**src/logic/icache_settings.svh**
```systemverilog
// instruction cache geometry and address fields, included by the package and every RTL module
`ifndef ICACHE_SETTINGS_SVH
`define ICACHE_SETTINGS_SVH

// address and data widths
`define ICACHE_ADDR_WTH 32
`define ICACHE_WORD_WTH 32
`define ICACHE_BEAT_WTH 64

// cache shape, the replacement tree is built for exactly four ways
`define ICACHE_WAYS 4
`define ICACHE_SETS 16
`define ICACHE_BEATS 4

// address fields, 32-byte lines
`define ICACHE_OFFSET_WTH 5
`define ICACHE_INDEX_WTH 4
`define ICACHE_TAG_LSB 9

// beat select inside a line, and data array row
`define ICACHE_BEAT_SEL_WTH 2
`define ICACHE_ROW_WTH (`ICACHE_INDEX_WTH + `ICACHE_BEAT_SEL_WTH)

`endif

```
**src/logic/icache_pkg.sv**
```systemverilog
// shared types for the instruction cache, imported by every RTL module
`default_nettype none

`include "icache_settings.svh"

package icache_pkg;

  // address fields
  typedef logic [`ICACHE_ADDR_WTH-1:0] addr_t;
  typedef logic [`ICACHE_ADDR_WTH-`ICACHE_TAG_LSB-1:0] tag_t;
  typedef logic [`ICACHE_INDEX_WTH-1:0] index_t;

  // data paths
  typedef logic [`ICACHE_BEAT_WTH-1:0] beat_t;
  typedef logic [`ICACHE_WORD_WTH-1:0] word_t;

  // way number and refill beats still to come
  typedef logic [$clog2(`ICACHE_WAYS)-1:0] way_t;
  typedef logic [$clog2(`ICACHE_BEATS):0] beat_cnt_t;

  // controller FSM
  typedef enum logic [1:0] {
    IDLE,
    READ,
    XLATE_WAIT,
    REFILL
  } ctrl_state_e;

endpackage

`default_nettype wire

```
**src/logic/icache_plru.sv**
```systemverilog
// tree pseudo-LRU state per set, picks the way that a refill overwrites
`timescale 1ns/1ps
`default_nettype none

`include "icache_settings.svh"

module icache_plru
  import icache_pkg::*;
(
  input  logic                    clk_i,
  input  logic                    rst_i,
  input  logic                    hit_i,
  input  way_t                    hit_way_i,
  input  index_t                  index_i,
  input  logic [`ICACHE_WAYS-1:0] way_valid_mask_i,
  output way_t                    victim_way_o
);

  // root picks a pair, pair bit picks a way inside it
  logic [`ICACHE_SETS-1:0] root_q;
  logic [1:0]              pair_q [`ICACHE_SETS];
  // set of the lookup now being compared
  index_t                  idx_q;
  logic                    tree_pair;
  logic                    tree_way;

  always_ff @(posedge clk_i) begin
    idx_q <= index_i;
  end

  // record the way just used
  always_ff @(posedge clk_i or negedge rst_i) begin
    if (!rst_i) begin
      root_q <= '0;
      pair_q <= '{default: '0};
    end else if (hit_i) begin
      root_q[idx_q]               <= hit_way_i[1];
      pair_q[idx_q][hit_way_i[1]] <= hit_way_i[0];
    end
  end

  always_comb begin
    tree_pair    = ~root_q[idx_q];
    tree_way     = ~pair_q[idx_q][tree_pair];
    victim_way_o = {tree_pair, tree_way};
    // an empty way wins, lowest number first
    for (int w = `ICACHE_WAYS - 1; w >= 0; w--) begin
      if (!way_valid_mask_i[w]) begin
        victim_way_o = way_t'(w);
      end
    end
  end

endmodule

`default_nettype wire

```
**config.mk**
```make
export PLATFORM = sky130hd
export DESIGN_NAME = icache_plru
export DESIGN_NICKNAME = d
export VERILOG_FILES = /design/src/logic/icache_pkg.sv /design/src/logic/icache_plru.sv
export VERILOG_INCLUDE_DIRS = /design/src /design/src/logic
export SDC_FILE = /design/constraint.sdc
export NUM_CORES = 1
export LEC_CHECK = 0
export ABC_AREA = 1
export BUFFER_PORTS_ARGS = -buffer_cell sky130_fd_sc_hd__buf_2
export CELL_PAD_IN_SITES_DETAIL_PLACEMENT = 0
export CELL_PAD_IN_SITES_GLOBAL_PLACEMENT = 1
export CORE_MARGIN = 5
export CORE_UTILIZATION = 44
export DETAILED_ROUTE_END_ITERATION = 12
export PLACE_DENSITY = 0.85
export SKIP_CTS_REPAIR_TIMING = 1
export SYNTH_ARGS = -nofsm -noshare
export SYNTH_HDL_FRONTEND = slang
export SYNTH_SLANG_ARGS = --single-unit
export TNS_END_PERCENT = 1
```
**constraint.sdc**
```tcl
create_clock -name clk_i -period 1.7 [get_ports clk_i]
set_input_delay 0.34 -clock clk_i [delete_from_list [all_inputs] [get_ports clk_i]]
set_output_delay 0.34 -clock clk_i [all_outputs]
set_load 0.03 [all_outputs]
```
==> results.py <==
metrics = {
    "setup_path": {
        "crit_fanout": 7,
        "worstPathRequired_ns": 1.36,
        "end_kind": "output pin",
        "rrSetupSlack_ns": 0.14,
        "cp-start-kind": "flip-flop",
        "critical_path_class": "reg2out",
        "critPathArrivalTime_ns": 1.89,
    },
    "power": {
        "peakVddDrop_mv": 0.5970,
        "total_power_mw": 3.150,
        "leakagePower_nw": 1.539,
        "powerDensity_nw_per_um2": 1021,
    },
    "cts": {
        "htree_levels": 2,
        "cts_tree": "yes",
        "clock_sinks": 52,
        "cts.clk_slew.worst_paths_ns": 0.09,
        "clk_path_buf_depth": 2,
        "clk_latency_ns": 0.31,
        "cts_made_buffers": 5,
        "cts-root-buf": "clkbuf_8",
    },
    "cells_and_area": {
        "final_area_um2": 3084,
        "drive_gt1_share_pct": 19.05,
        "antenna_cells": 0,
        "nNetsFinal": 390,
        "area_growth_pct": 18.74,
    },
    "detailed_routing": {
        "drt_iter0_drc": 266,
        "final_antenna_net_count": 0,
        "drt_pass1_iterations": 4,
        "wl_per_cell_um": 14.58,
        "detailroute.via_count": 2283,
        "route.detailed.drc": 0,
        "routed_via_density": 5.040,
        "routed_wirelength_mm": 6.604,
    },
    "timing": {
        "finalCriticalPeriod_ns": 2.226,
        "finalHoldWorstSlack_ns": -0.004554,
        "tightest_slew_ns": 0.3508,
        "rsz0062_at_grt": "yes",
        "finalHoldViolCount": 2,
        "tns_ns": -1.029,
        "post-route-period-util_pct": 131.0,
        "max_slew_margin_pct": 76.61,
        "max_freq_mhz": 449.1,
        "finalSetupViolations": 2,
        "worst_slack_ns": -0.5265,
        "finClkSkew_ns": 0.004288,
        "slew_viol_final": 0,
    },
    "job": {
        "max-cap-violations": 0,
    },
    "synthesis": {
        "synth_nets": 364,
        "syn_area_per_cell_um2": 7.400,
        "synth-seq-cells": 52,
        "syn_area_um2": 2597,
        "synth_seq_area_share_pct": 49.33,
        "yosysWarnings": 0,
        "ys_types": 23,
        "synthCells": 351,
    },
    "floorplanning": {
        "initial_core_util_pct": 44.66,
        "io_pins": 15,
        "die-area_um2": 7540,
        "dieWidth_um": 86.84,
        "coreArea_um2": 5816,
        "die_y_um": 86.84,
        "num_rows": 28,
    },
    "place": {
        "post_dp_cell_area_um2": 2799,
        "preCtsSetupSlack_ns": -0.2872,
        "io_buffers": 14,
        "place_congestion": 0.8141,
        "place_hpwl_mm": 4.235,
    },
    "grt": {
        "grt_overflow": 0,
        "gr-usage-all-layers_pct": 18.34,
        "grt_antenna_before_repair": 0,
        "grt_pass1_vias": 2179,
        "grt_max_degree": 49,
        "grt_pass1_wl_mm": 10.87,
    },
    "run_status": {
        "violations": "hold timing, setup timing",
        "status": "complete, but fails checks",
    },
    "hold_path": {
        "min_path_type": "in2async",
    },
}
==> metrics by stage <==
| step | utilization, % | cells |
|---|---|---|
| floorplan | - | 351 |
| global placement | 48.13 | 440 |
| detailed placement | 48.13 | 440 |
| CTS | 50.04 | 448 |
| global route | 53.03 | 453 |
| finish | 53.03 | 453 |
==> cell families (layout without fill, tap and decap cells) <==
group           Yosys count  in the layout  synth area share (%)
buf+inv                  31             58                 6.358
compound gates           60             60                 13.30
simple gates            208            208                 31.02
flops                    52             52                 49.33
==> Yosys cell counts (all sizes together) <==
master | instances | area (µm²)
nand2 | 181 | 686.9
dfrtp | 48 | 1201
o21ai | 27 | 135.1
nor2 | 23 | 93.84
inv | 15 | 61.31
a21oi | 11 | 58.81
a31oi | 11 | 68.82
buf | 8 | 73.81
clkbuf | 7 | 26.28
o21a | 7 | 52.55
dfxtp | 4 | 80.08
nand3 | 4 | 25.02
o31ai | 4 | 30.03
clkinv | 1 | 3.750
==> sequential cells by signal, indices dropped and copies added, names as in the netlist <==
register	count
root_q	16
idx_q	4
pair_q	32
==> final timing paths <==
path / to / startpoint / cells past startpoint
max in group asynchronous: pair_q[5] / rst_i / 2
min in group clk_i: idx_q[3] / index_i[3] / 1
worst max-delay path: victim_way_o[0] / idx_q[0] / 14
worst min-delay path: pair_q[23] / rst_i / 2
worst min register to register: root_q[15] / root_q[15] / 2
worst max register to register: pair_q[20] / idx_q[0] / 9
==> placed cells by master, fill, tap and decap left out, types with 2 or more instances in the layout <==
cell type and n:
buf_12 5, o21ai_0 24, o21a_1 7, nand2_2 15
o31ai_1 4, o21ai_1 3, dfrtp_1 48, nand2_1 164
clkinvlp_4 3, dfxtp_1 2, inv_1 13, a31oi_1 11
nor2_1 17, nand2_4 2, buf_4 13, a21oi_1 10
clkbuf_8 5, nor2_2 6, buf_2 12, nand3_1 2
nand3_2 2
==> routing by layer <==
metal  up-vias  part of all wire, %  GRT usage (%)
li1       1163                    -              -
met1      1053                   47          26.96
met2        61                   45          27.54
met3         6                  6.3          2.852
met4         0                  1.4          5.949
met5         -                    0              0
==> final cells by class <==
cell class / instances / area, µm²
sequential: 52 / 1286
timing repair inverter: 2 / 23.77
clock buffer: 5 / 68.82
inverter: 16 / 76.32
multi-input combinational: 268 / 1209
clock inverter: 3 / 42.54
tap: 75 / 93.84
timing repair buffer: 32 / 284.0
fill: 596 / 2731
==> power by group <==
part           internal [mW]  total (mW)  switching [mW]
sequential              1.47        1.63           0.157
clock                  0.436       0.855           0.419
combinational          0.290       0.664           0.374
==> critical path: stages (launching register included) <==
cell and delay (ns):
dfxtp_4 0.44, clkinv_8 0.09, buf_12 0.15, nand2_2 0.06, nand2_2 0.05, nand2_1 0.06, nand2_1 0.05, nand2_1 0.05
nand2_1 0.06, nor2_2 0.09, nand2_1 0.07, nand3_2 0.06, nand2_2 0.05, a21oi_2 0.13, buf_6 0.14
Note: power is estimated with default switching activity, not from simulation.
