## src/logic/icache_settings.svh

```systemverilog
// instruction cache geometry and address fields, included by the package and every RTL module
`ifndef ICACHE_SETTINGS_SVH
`define ICACHE_SETTINGS_SVH

// address and data widths
`define ICACHE_ADDR_WTH 32
`define ICACHE_WORD_WTH 32
`define ICACHE_BEAT_WTH 64

// cache shape, the replacement tree is built for exactly four ways
`define ICACHE_WAYS 4
`define ICACHE_SETS 16
`define ICACHE_BEATS 4

// address fields, 32-byte lines
`define ICACHE_OFFSET_WTH 5
`define ICACHE_INDEX_WTH 4
`define ICACHE_TAG_LSB 9

// beat select inside a line, and data array row
`define ICACHE_BEAT_SEL_WTH 2
`define ICACHE_ROW_WTH (`ICACHE_INDEX_WTH + `ICACHE_BEAT_SEL_WTH)

`endif

```

## src/logic/icache_pkg.sv

```systemverilog
// shared types for the instruction cache, imported by every RTL module
`default_nettype none

`include "icache_settings.svh"

package icache_pkg;

  // address fields
  typedef logic [`ICACHE_ADDR_WTH-1:0] addr_t;
  typedef logic [`ICACHE_ADDR_WTH-`ICACHE_TAG_LSB-1:0] tag_t;
  typedef logic [`ICACHE_INDEX_WTH-1:0] index_t;

  // data paths
  typedef logic [`ICACHE_BEAT_WTH-1:0] beat_t;
  typedef logic [`ICACHE_WORD_WTH-1:0] word_t;

  // way number and refill beats still to come
  typedef logic [$clog2(`ICACHE_WAYS)-1:0] way_t;
  typedef logic [$clog2(`ICACHE_BEATS):0] beat_cnt_t;

  // controller FSM
  typedef enum logic [1:0] {
    IDLE,
    READ,
    XLATE_WAIT,
    REFILL
  } ctrl_state_e;

endpackage

`default_nettype wire

```

## src/logic/icache_ctrl.sv

```systemverilog
// instruction cache controller FSM, sequences lookup, translation wait, refill and flush
`timescale 1ns/1ps
`default_nettype none

`include "icache_settings.svh"

module icache_ctrl
  import icache_pkg::*;
(
  input  logic                       clk_i,
  input  logic                       rst_i,
  input  logic                       fetch_req_i,
  input  addr_t                      fetch_vaddr_i,
  input  logic                       mmu_valid_i,
  input  addr_t                      mmu_paddr_i,
  input  logic                       mmu_fault_i,
  input  logic                       ar_ready_i,
  input  logic                       r_valid_i,
  input  logic                       flush_i,
  input  logic                       hit_i,
  output logic                       fetch_ready_o,
  output logic                       fetch_valid_o,
  output logic                       fetch_fault_o,
  output addr_t                      fetch_vaddr_o,
  output logic                       mmu_req_o,
  output addr_t                      mmu_vaddr_o,
  output logic                       ar_valid_o,
  output addr_t                      ar_addr_o,
  output logic                       r_ready_o,
  output logic                       flush_done_o,
  output logic                       miss_o,
  output logic                       rd_en_o,
  output index_t                     rd_index_o,
  output logic [2:0]                 rd_word_sel_o,
  output tag_t                       phy_tag_o,
  output logic                       cmp_en_o,
  output logic                       wr_beat_en_o,
  output logic [`ICACHE_ROW_WTH-1:0] wr_row_o,
  output logic                       tag_wr_en_o,
  output logic                       flush_all_o
);

  ctrl_state_e state_q, state_d;
  addr_t       vaddr_q, vaddr_d;
  addr_t       paddr_q, paddr_d;
  logic        fault_q, fault_d;
  logic        xlate_ok_q;
  logic        xlate_new;
  logic        xlate_now;
  logic        ar_pend_q;
  beat_cnt_t   beat_cnt_q;
  beat_cnt_t   beat_done;
  logic        accept;
  logic        ar_fire;
  logic        r_fire;

  // ============================================================
  // address and translation bookkeeping
  // ============================================================
  assign accept    = fetch_ready_o && fetch_req_i;
  assign vaddr_d   = accept ? fetch_vaddr_i : vaddr_q;
  // translation only counts while it is asked for
  assign xlate_new = mmu_req_o && mmu_valid_i;
  assign xlate_now = xlate_new || xlate_ok_q;
  assign paddr_d   = xlate_new ? mmu_paddr_i : paddr_q;
  assign fault_d   = xlate_new ? mmu_fault_i : fault_q;

  assign fetch_vaddr_o = vaddr_q;
  assign mmu_vaddr_o   = {vaddr_q[`ICACHE_ADDR_WTH-1:2], 2'b00};
  assign mmu_req_o     = (state_q == READ || state_q == XLATE_WAIT) && !xlate_ok_q;
  assign ar_addr_o     = {paddr_q[`ICACHE_ADDR_WTH-1:`ICACHE_OFFSET_WTH],
                          {`ICACHE_OFFSET_WTH{1'b0}}};

  // array read uses the incoming address when a request is taken
  assign rd_index_o    = vaddr_d[`ICACHE_TAG_LSB-1:`ICACHE_OFFSET_WTH];
  assign rd_word_sel_o = vaddr_d[`ICACHE_OFFSET_WTH-1:2];
  assign phy_tag_o     = paddr_d[`ICACHE_ADDR_WTH-1:`ICACHE_TAG_LSB];

  // beats arrive in ascending order from the line base
  assign beat_done = beat_cnt_t'(`ICACHE_BEATS) - beat_cnt_q;
  assign wr_row_o  = {vaddr_q[`ICACHE_TAG_LSB-1:`ICACHE_OFFSET_WTH],
                      beat_done[`ICACHE_BEAT_SEL_WTH-1:0]};

  assign ar_fire = ar_valid_o && ar_ready_i;
  assign r_fire  = r_valid_i && r_ready_o;

  // ============================================================
  // FSM
  // ============================================================
  always_comb begin
    state_d       = state_q;
    fetch_ready_o = 1'b0;
    fetch_valid_o = 1'b0;
    fetch_fault_o = 1'b0;
    ar_valid_o    = 1'b0;
    r_ready_o     = 1'b0;
    flush_done_o  = 1'b0;
    flush_all_o   = 1'b0;
    miss_o        = 1'b0;
    rd_en_o       = 1'b0;
    cmp_en_o      = 1'b0;
    wr_beat_en_o  = 1'b0;
    tag_wr_en_o   = 1'b0;
    unique case (state_q)
      IDLE: begin
        if (flush_i) begin
          flush_done_o = 1'b1;
          flush_all_o  = 1'b1;
        end else begin
          fetch_ready_o = 1'b1;
          if (fetch_req_i) begin
            rd_en_o = 1'b1;
            state_d = READ;
          end
        end
      end
      READ: begin
        cmp_en_o = xlate_now && !fault_d;
        if (!xlate_now) begin
          state_d = XLATE_WAIT;
        end else if (fault_d || hit_i) begin
          // done, and the next request may start right here
          fetch_valid_o = 1'b1;
          fetch_fault_o = fault_d;
          fetch_ready_o = 1'b1;
          if (fetch_req_i) begin
            rd_en_o = 1'b1;
            state_d = READ;
          end else begin
            state_d = IDLE;
          end
        end else begin
          state_d = REFILL;
        end
      end
      XLATE_WAIT: begin
        if (xlate_new) begin
          if (fault_d) begin
            fetch_valid_o = 1'b1;
            fetch_fault_o = 1'b1;
            state_d       = IDLE;
          end else begin
            rd_en_o = 1'b1;
            state_d = READ;
          end
        end
      end
      REFILL: begin
        ar_valid_o = ar_pend_q;
        r_ready_o  = !ar_pend_q && (beat_cnt_q != '0);
        if (ar_pend_q) begin
          miss_o = ar_ready_i;
        end else if (beat_cnt_q != '0) begin
          wr_beat_en_o = r_fire;
          tag_wr_en_o  = r_fire && (beat_cnt_q == beat_cnt_t'(1));
        end else begin
          // line complete, look it up again
          rd_en_o = 1'b1;
          state_d = READ;
        end
      end
      default: begin
        state_d = IDLE;
      end
    endcase
  end

  always_ff @(posedge clk_i or negedge rst_i) begin
    if (!rst_i) begin
      state_q    <= IDLE;
      xlate_ok_q <= 1'b0;
      fault_q    <= 1'b0;
      ar_pend_q  <= 1'b0;
      beat_cnt_q <= '0;
    end else begin
      state_q <= state_d;
      if (accept) begin
        xlate_ok_q <= 1'b0;
      end else if (xlate_new) begin
        xlate_ok_q <= 1'b1;
        fault_q    <= mmu_fault_i;
      end
      if (state_q == READ && state_d == REFILL) begin
        ar_pend_q <= 1'b1;
      end else if (ar_fire) begin
        ar_pend_q <= 1'b0;
      end
      if (ar_fire) begin
        beat_cnt_q <= beat_cnt_t'(`ICACHE_BEATS);
      end else if (r_fire) begin
        beat_cnt_q <= beat_cnt_q - beat_cnt_t'(1);
      end
    end
  end

  // address payload
  always_ff @(posedge clk_i) begin
    vaddr_q <= vaddr_d;
    paddr_q <= paddr_d;
  end

endmodule

`default_nettype wire

```

## config.mk

```make
export PLATFORM = sky130hd
export DESIGN_NAME = icache_ctrl
export DESIGN_NICKNAME = d
export VERILOG_FILES = /design/src/logic/icache_pkg.sv /design/src/logic/icache_ctrl.sv
export VERILOG_INCLUDE_DIRS = /design/src /design/src/logic
export SDC_FILE = /design/constraint.sdc
export NUM_CORES = 1
export LEC_CHECK = 0
export ABC_AREA = 1
export BUFFER_PORTS_ARGS = -buffer_cell sky130_fd_sc_hd__buf_4
export CAP_MARGIN = 40
export CORE_UTILIZATION = 40
export DETAILED_ROUTE_END_ITERATION = 8
export PLACE_DENSITY_LB_ADDON = 0.15
export SETUP_SLACK_MARGIN = 0.2
export SYNTH_ARGS = -nofsm -noshare
export SYNTH_HDL_FRONTEND = slang
export SYNTH_SLANG_ARGS = --single-unit
```

## constraint.sdc

```tcl
create_clock -name clk_i -period 2.4 [get_ports clk_i]
set_input_delay 0.48 -clock clk_i [delete_from_list [all_inputs] [get_ports clk_i]]
set_output_delay 0.48 -clock clk_i [all_outputs]
set_load 0.005 [all_outputs]
```

==> impl_metrics.env <==
export IMPL_final_cell_mix="buf_4, nand2_1, dfxtp_1"
export IMPL_cp_required_ns=1.92
export IMPL_dpl_hpwl_um=5890
export IMPL_drt_wl_total_um=8260
export IMPL_route_detailed_drc=0
export IMPL_cp_end_kind="output pin"
export IMPL_grt_met3_usage_pct=6.48
export IMPL_rows=30
export IMPL_n_antenna_cell=0
export IMPL_synth_warnings=0
export IMPL_synth_cell_types=24
export IMPL_cpMaxStageDelayCell="dfrtp_1"
export IMPL_worst_slack_ns=-0.0142
export IMPL_clk_latency_ns=0.34
export IMPL_htreeDepth=3
export IMPL_core_mm2=0.00687
export IMPL_path_cells="inv_2 -> ha_4 -> nand3_4 -> inv_4 -> nor2_4 -> nor2_4 -> nand3_4 -> nand2_8 -> nand2_1 -> nand2_2 -> buf_6"
export IMPL_io_pins=218
export IMPL_use_met1_pct=22.6
export IMPL_grt_pass1_wl_um=11800
export IMPL_final_nets=591
export IMPL_critical_path_max_fanout=6
export IMPL_detail_route_antenna_nets=0
export IMPL_p_leak_nw=2.54
export IMPL_hold_ws_ns=0.309
export IMPL_busiest_layer="met2"
export IMPL_finalSetupViolations=3
export IMPL_utilization_pct=71.0
export IMPL_crit_type="flop to output pin"
export IMPL_dp_cells=567
export IMPL_port_buffers=205
export IMPL_cts_tree="done"
export IMPL_grt_setup_unrepaired="true"
export IMPL_timing_fmax_mhz=414
export IMPL_antenna_found_initial=0
export IMPL_violations="negative setup slack"
export IMPL_final_common_cell="buf_4"
export IMPL_rrSetupSlack_ns=-0.01
export IMPL_cts_buffers=9
export IMPL_clockRootBuffer="clkbuf_8"
export IMPL_firstDrtPassIters=4
export IMPL_drv_slew=0
export IMPL_ys_ff_latch=67
export IMPL_grt_usage_pct=21.0
export IMPL_fill_cells=538
export IMPL_dieArea_mm2=0.00750
export IMPL_finalNonFillerCells=612
export IMPL_via_per_inst=4.41
export IMPL_status="finished with violations"
export IMPL_p_per_area_mw_per_mm2=1280
export IMPL_globalplace_congestion=0.754
export IMPL_grt_max_degree=29
export IMPL_syn_area_mm2=0.00286
export IMPL_syn_to_final_growth_pct=70.5
export IMPL_met2_usage_pct=38.6
export IMPL_worstHoldPathType="primary input to flop"
export IMPL_drive_gt1_share_pct=56.0
export IMPL_min_period_over_period_pct=101
export IMPL_post_synth_inst_count=301
export IMPL_fin_crit_ns=2.41
export IMPL_tns_ns=-0.0229
export IMPL_syn_avg_cell_area_um2=9.51
export IMPL_final_area_mm2=0.00488
export IMPL_crit_buf_inv=3
export IMPL_die_h_um=86.6
export IMPL_grt_pass1_vias=2462
export IMPL_placed_area_mm2=0.00426
export IMPL_maxCapViolations=0
export IMPL_ir_drop_mv=0.661
export IMPL_drt_iter0_drc=112
export IMPL_slowest_delay_ns=0.36
export IMPL_avgRoutedWirePerCell_um=13.5
export IMPL_clock_sinks=67
export IMPL_grt_overflow=0
export IMPL_cts_clk_slew_worst_paths_ns=0.08
export IMPL_fin_skew_ns=0.00706
export IMPL_hold_viol=0
export IMPL_path_delay_family="simple AND/OR/NAND/NOR gates"
export IMPL_yosysSeqAreaShare_pct=58.4
export IMPL_cp_arrival_ns=1.93
export IMPL_floorplan_initialDensity_pct=41.7
export IMPL_fp_dieW_um=86.6
export IMPL_cts_path_max_buffers=2
export IMPL_critPathLaunchType="flop"
export IMPL_num_vias=2700
[power by group]
part,switching (mW),internal (mW)
Clock,0.462,0.697
Sequential,0.242,1.64
Combinational,1.43,1.79
Total,2.14,4.12
[final cells by class]
class | count | area [um^2] | share of cell area (%)
Timing Repair Buffer | 239 | 1840 | 37.7
Sequential cell | 67 | 1670 | 34.3
Multi-Input combinational cell | 172 | 916 | 18.8
Clock buffer | 9 | 124 | 2.54
Clock inverter | 7 | 124 | 2.54
Tap cell | 96 | 120 | 2.46
Inverter | 22 | 85.1 | 1.74
[cell families after synthesis]
| family | after synthesis | synth area share (%) |
|---|---|---|
| other | 1 | 0.131 |
| buffers and inverters | 70 | 15.2 |
| adder cells (fa/ha/maj) | 7 | 3.06 |
| flip-flops | 67 | 58.4 |
| AO/OA/AOI/OAI | 12 | 2.14 |
| AND/OR/NAND/NOR | 144 | 21.1 |
[stage by stage]
step | setup slack, ns | power (mW)
6_report | -0.0142 | 6.26
5_1_grt | -0.131 | 6.67
4_1_cts | -0.0120 | 6.11
3_5_place_dp | 0.129 | 4.62
3_3_place_gp | 0.141 | 4.56
2_1_floorplan | 0.225 | 3.16
[worst register-to-register path, stage by stage (launching register included)]
cell and delay (ns):
dfrtp_1 0.36, inv_2 0.06, ha_4 0.29, nand3_4 0.09
nand2_2 0.13, nand3_4 0.12, nand3_4 0.15, nand2_8 0.09
nand2_1 0.10, nand2_2 0.07, buf_4 0.13, buf_4 0.12
buf_4 0.12, buf_4 0.12, buf_4 0.12, buf_4 0.12
buf_4 0.12
[cell usage after synthesis, drive strengths merged]
library cell / count / area [um^2]
dfrtp: 8 / 200
nand4: 1 / 6.26
edfxtp: 29 / 871
nand2: 116 / 438
buf: 46 / 342
clkbuf: 2 / 7.51
ha: 7 / 87.6
nand3: 16 / 105
a21oi: 6 / 30.0
nor2: 9 / 43.8
dfxtp: 30 / 601
o21ai: 5 / 25.0
nor3: 2 / 10.0
conb: 1 / 3.75
inv: 22 / 85.1
o22ai: 1 / 6.26
[state kept, by name, summed over array words and instances, names as in the netlist]
name           cells
ar_pend_q          1
fault_q            1
state_q            2
paddr_q           27
beat_cnt_q         3
fetch_vaddr_o     32
xlate_ok_q         1
[path summary, 6_finish.rpt]
kind | cells after the start | to | startpoint
worst max register to register | 16 | fetch_vaddr_o[7] | state_q[1]
worst max-delay path | 11 | rd_index_o[2] | state_q[1]
worst min-delay path | 1 | fetch_vaddr_o[12] | fetch_vaddr_i[12]
max in group asynchronous | 2 | xlate_ok_q | rst_i
worst min register to register | 2 | paddr_q[23] | paddr_q[23]
min in group asynchronous | 2 | beat_cnt_q[0] | rst_i
[repair_timing]
action / CTS / global route
gates resized for setup: 20 / 23
hold buffers: 1 / 0
cloned: 2 / 0
pin swaps: 11 / 19
endpoints found under the hold margin: 8 / 0
setup buffers: 15 / 11
endpoints found under the setup margin: 37 / 57
[routing by layer]
| layer | vias to the layer above | wire, um | share of wire [%] |
|---|---|---|---|
| li1 | 1330 | - | - |
| met1 | 1236 | 2990 | 36 |
| met2 | 120 | 4450 | 54 |
| met3 | 14 | 624 | 7.6 |
| met4 | 0 | 193 | 2.3 |
| met5 | - | 0 | 0 |
(Power assumes the default switching activity.)
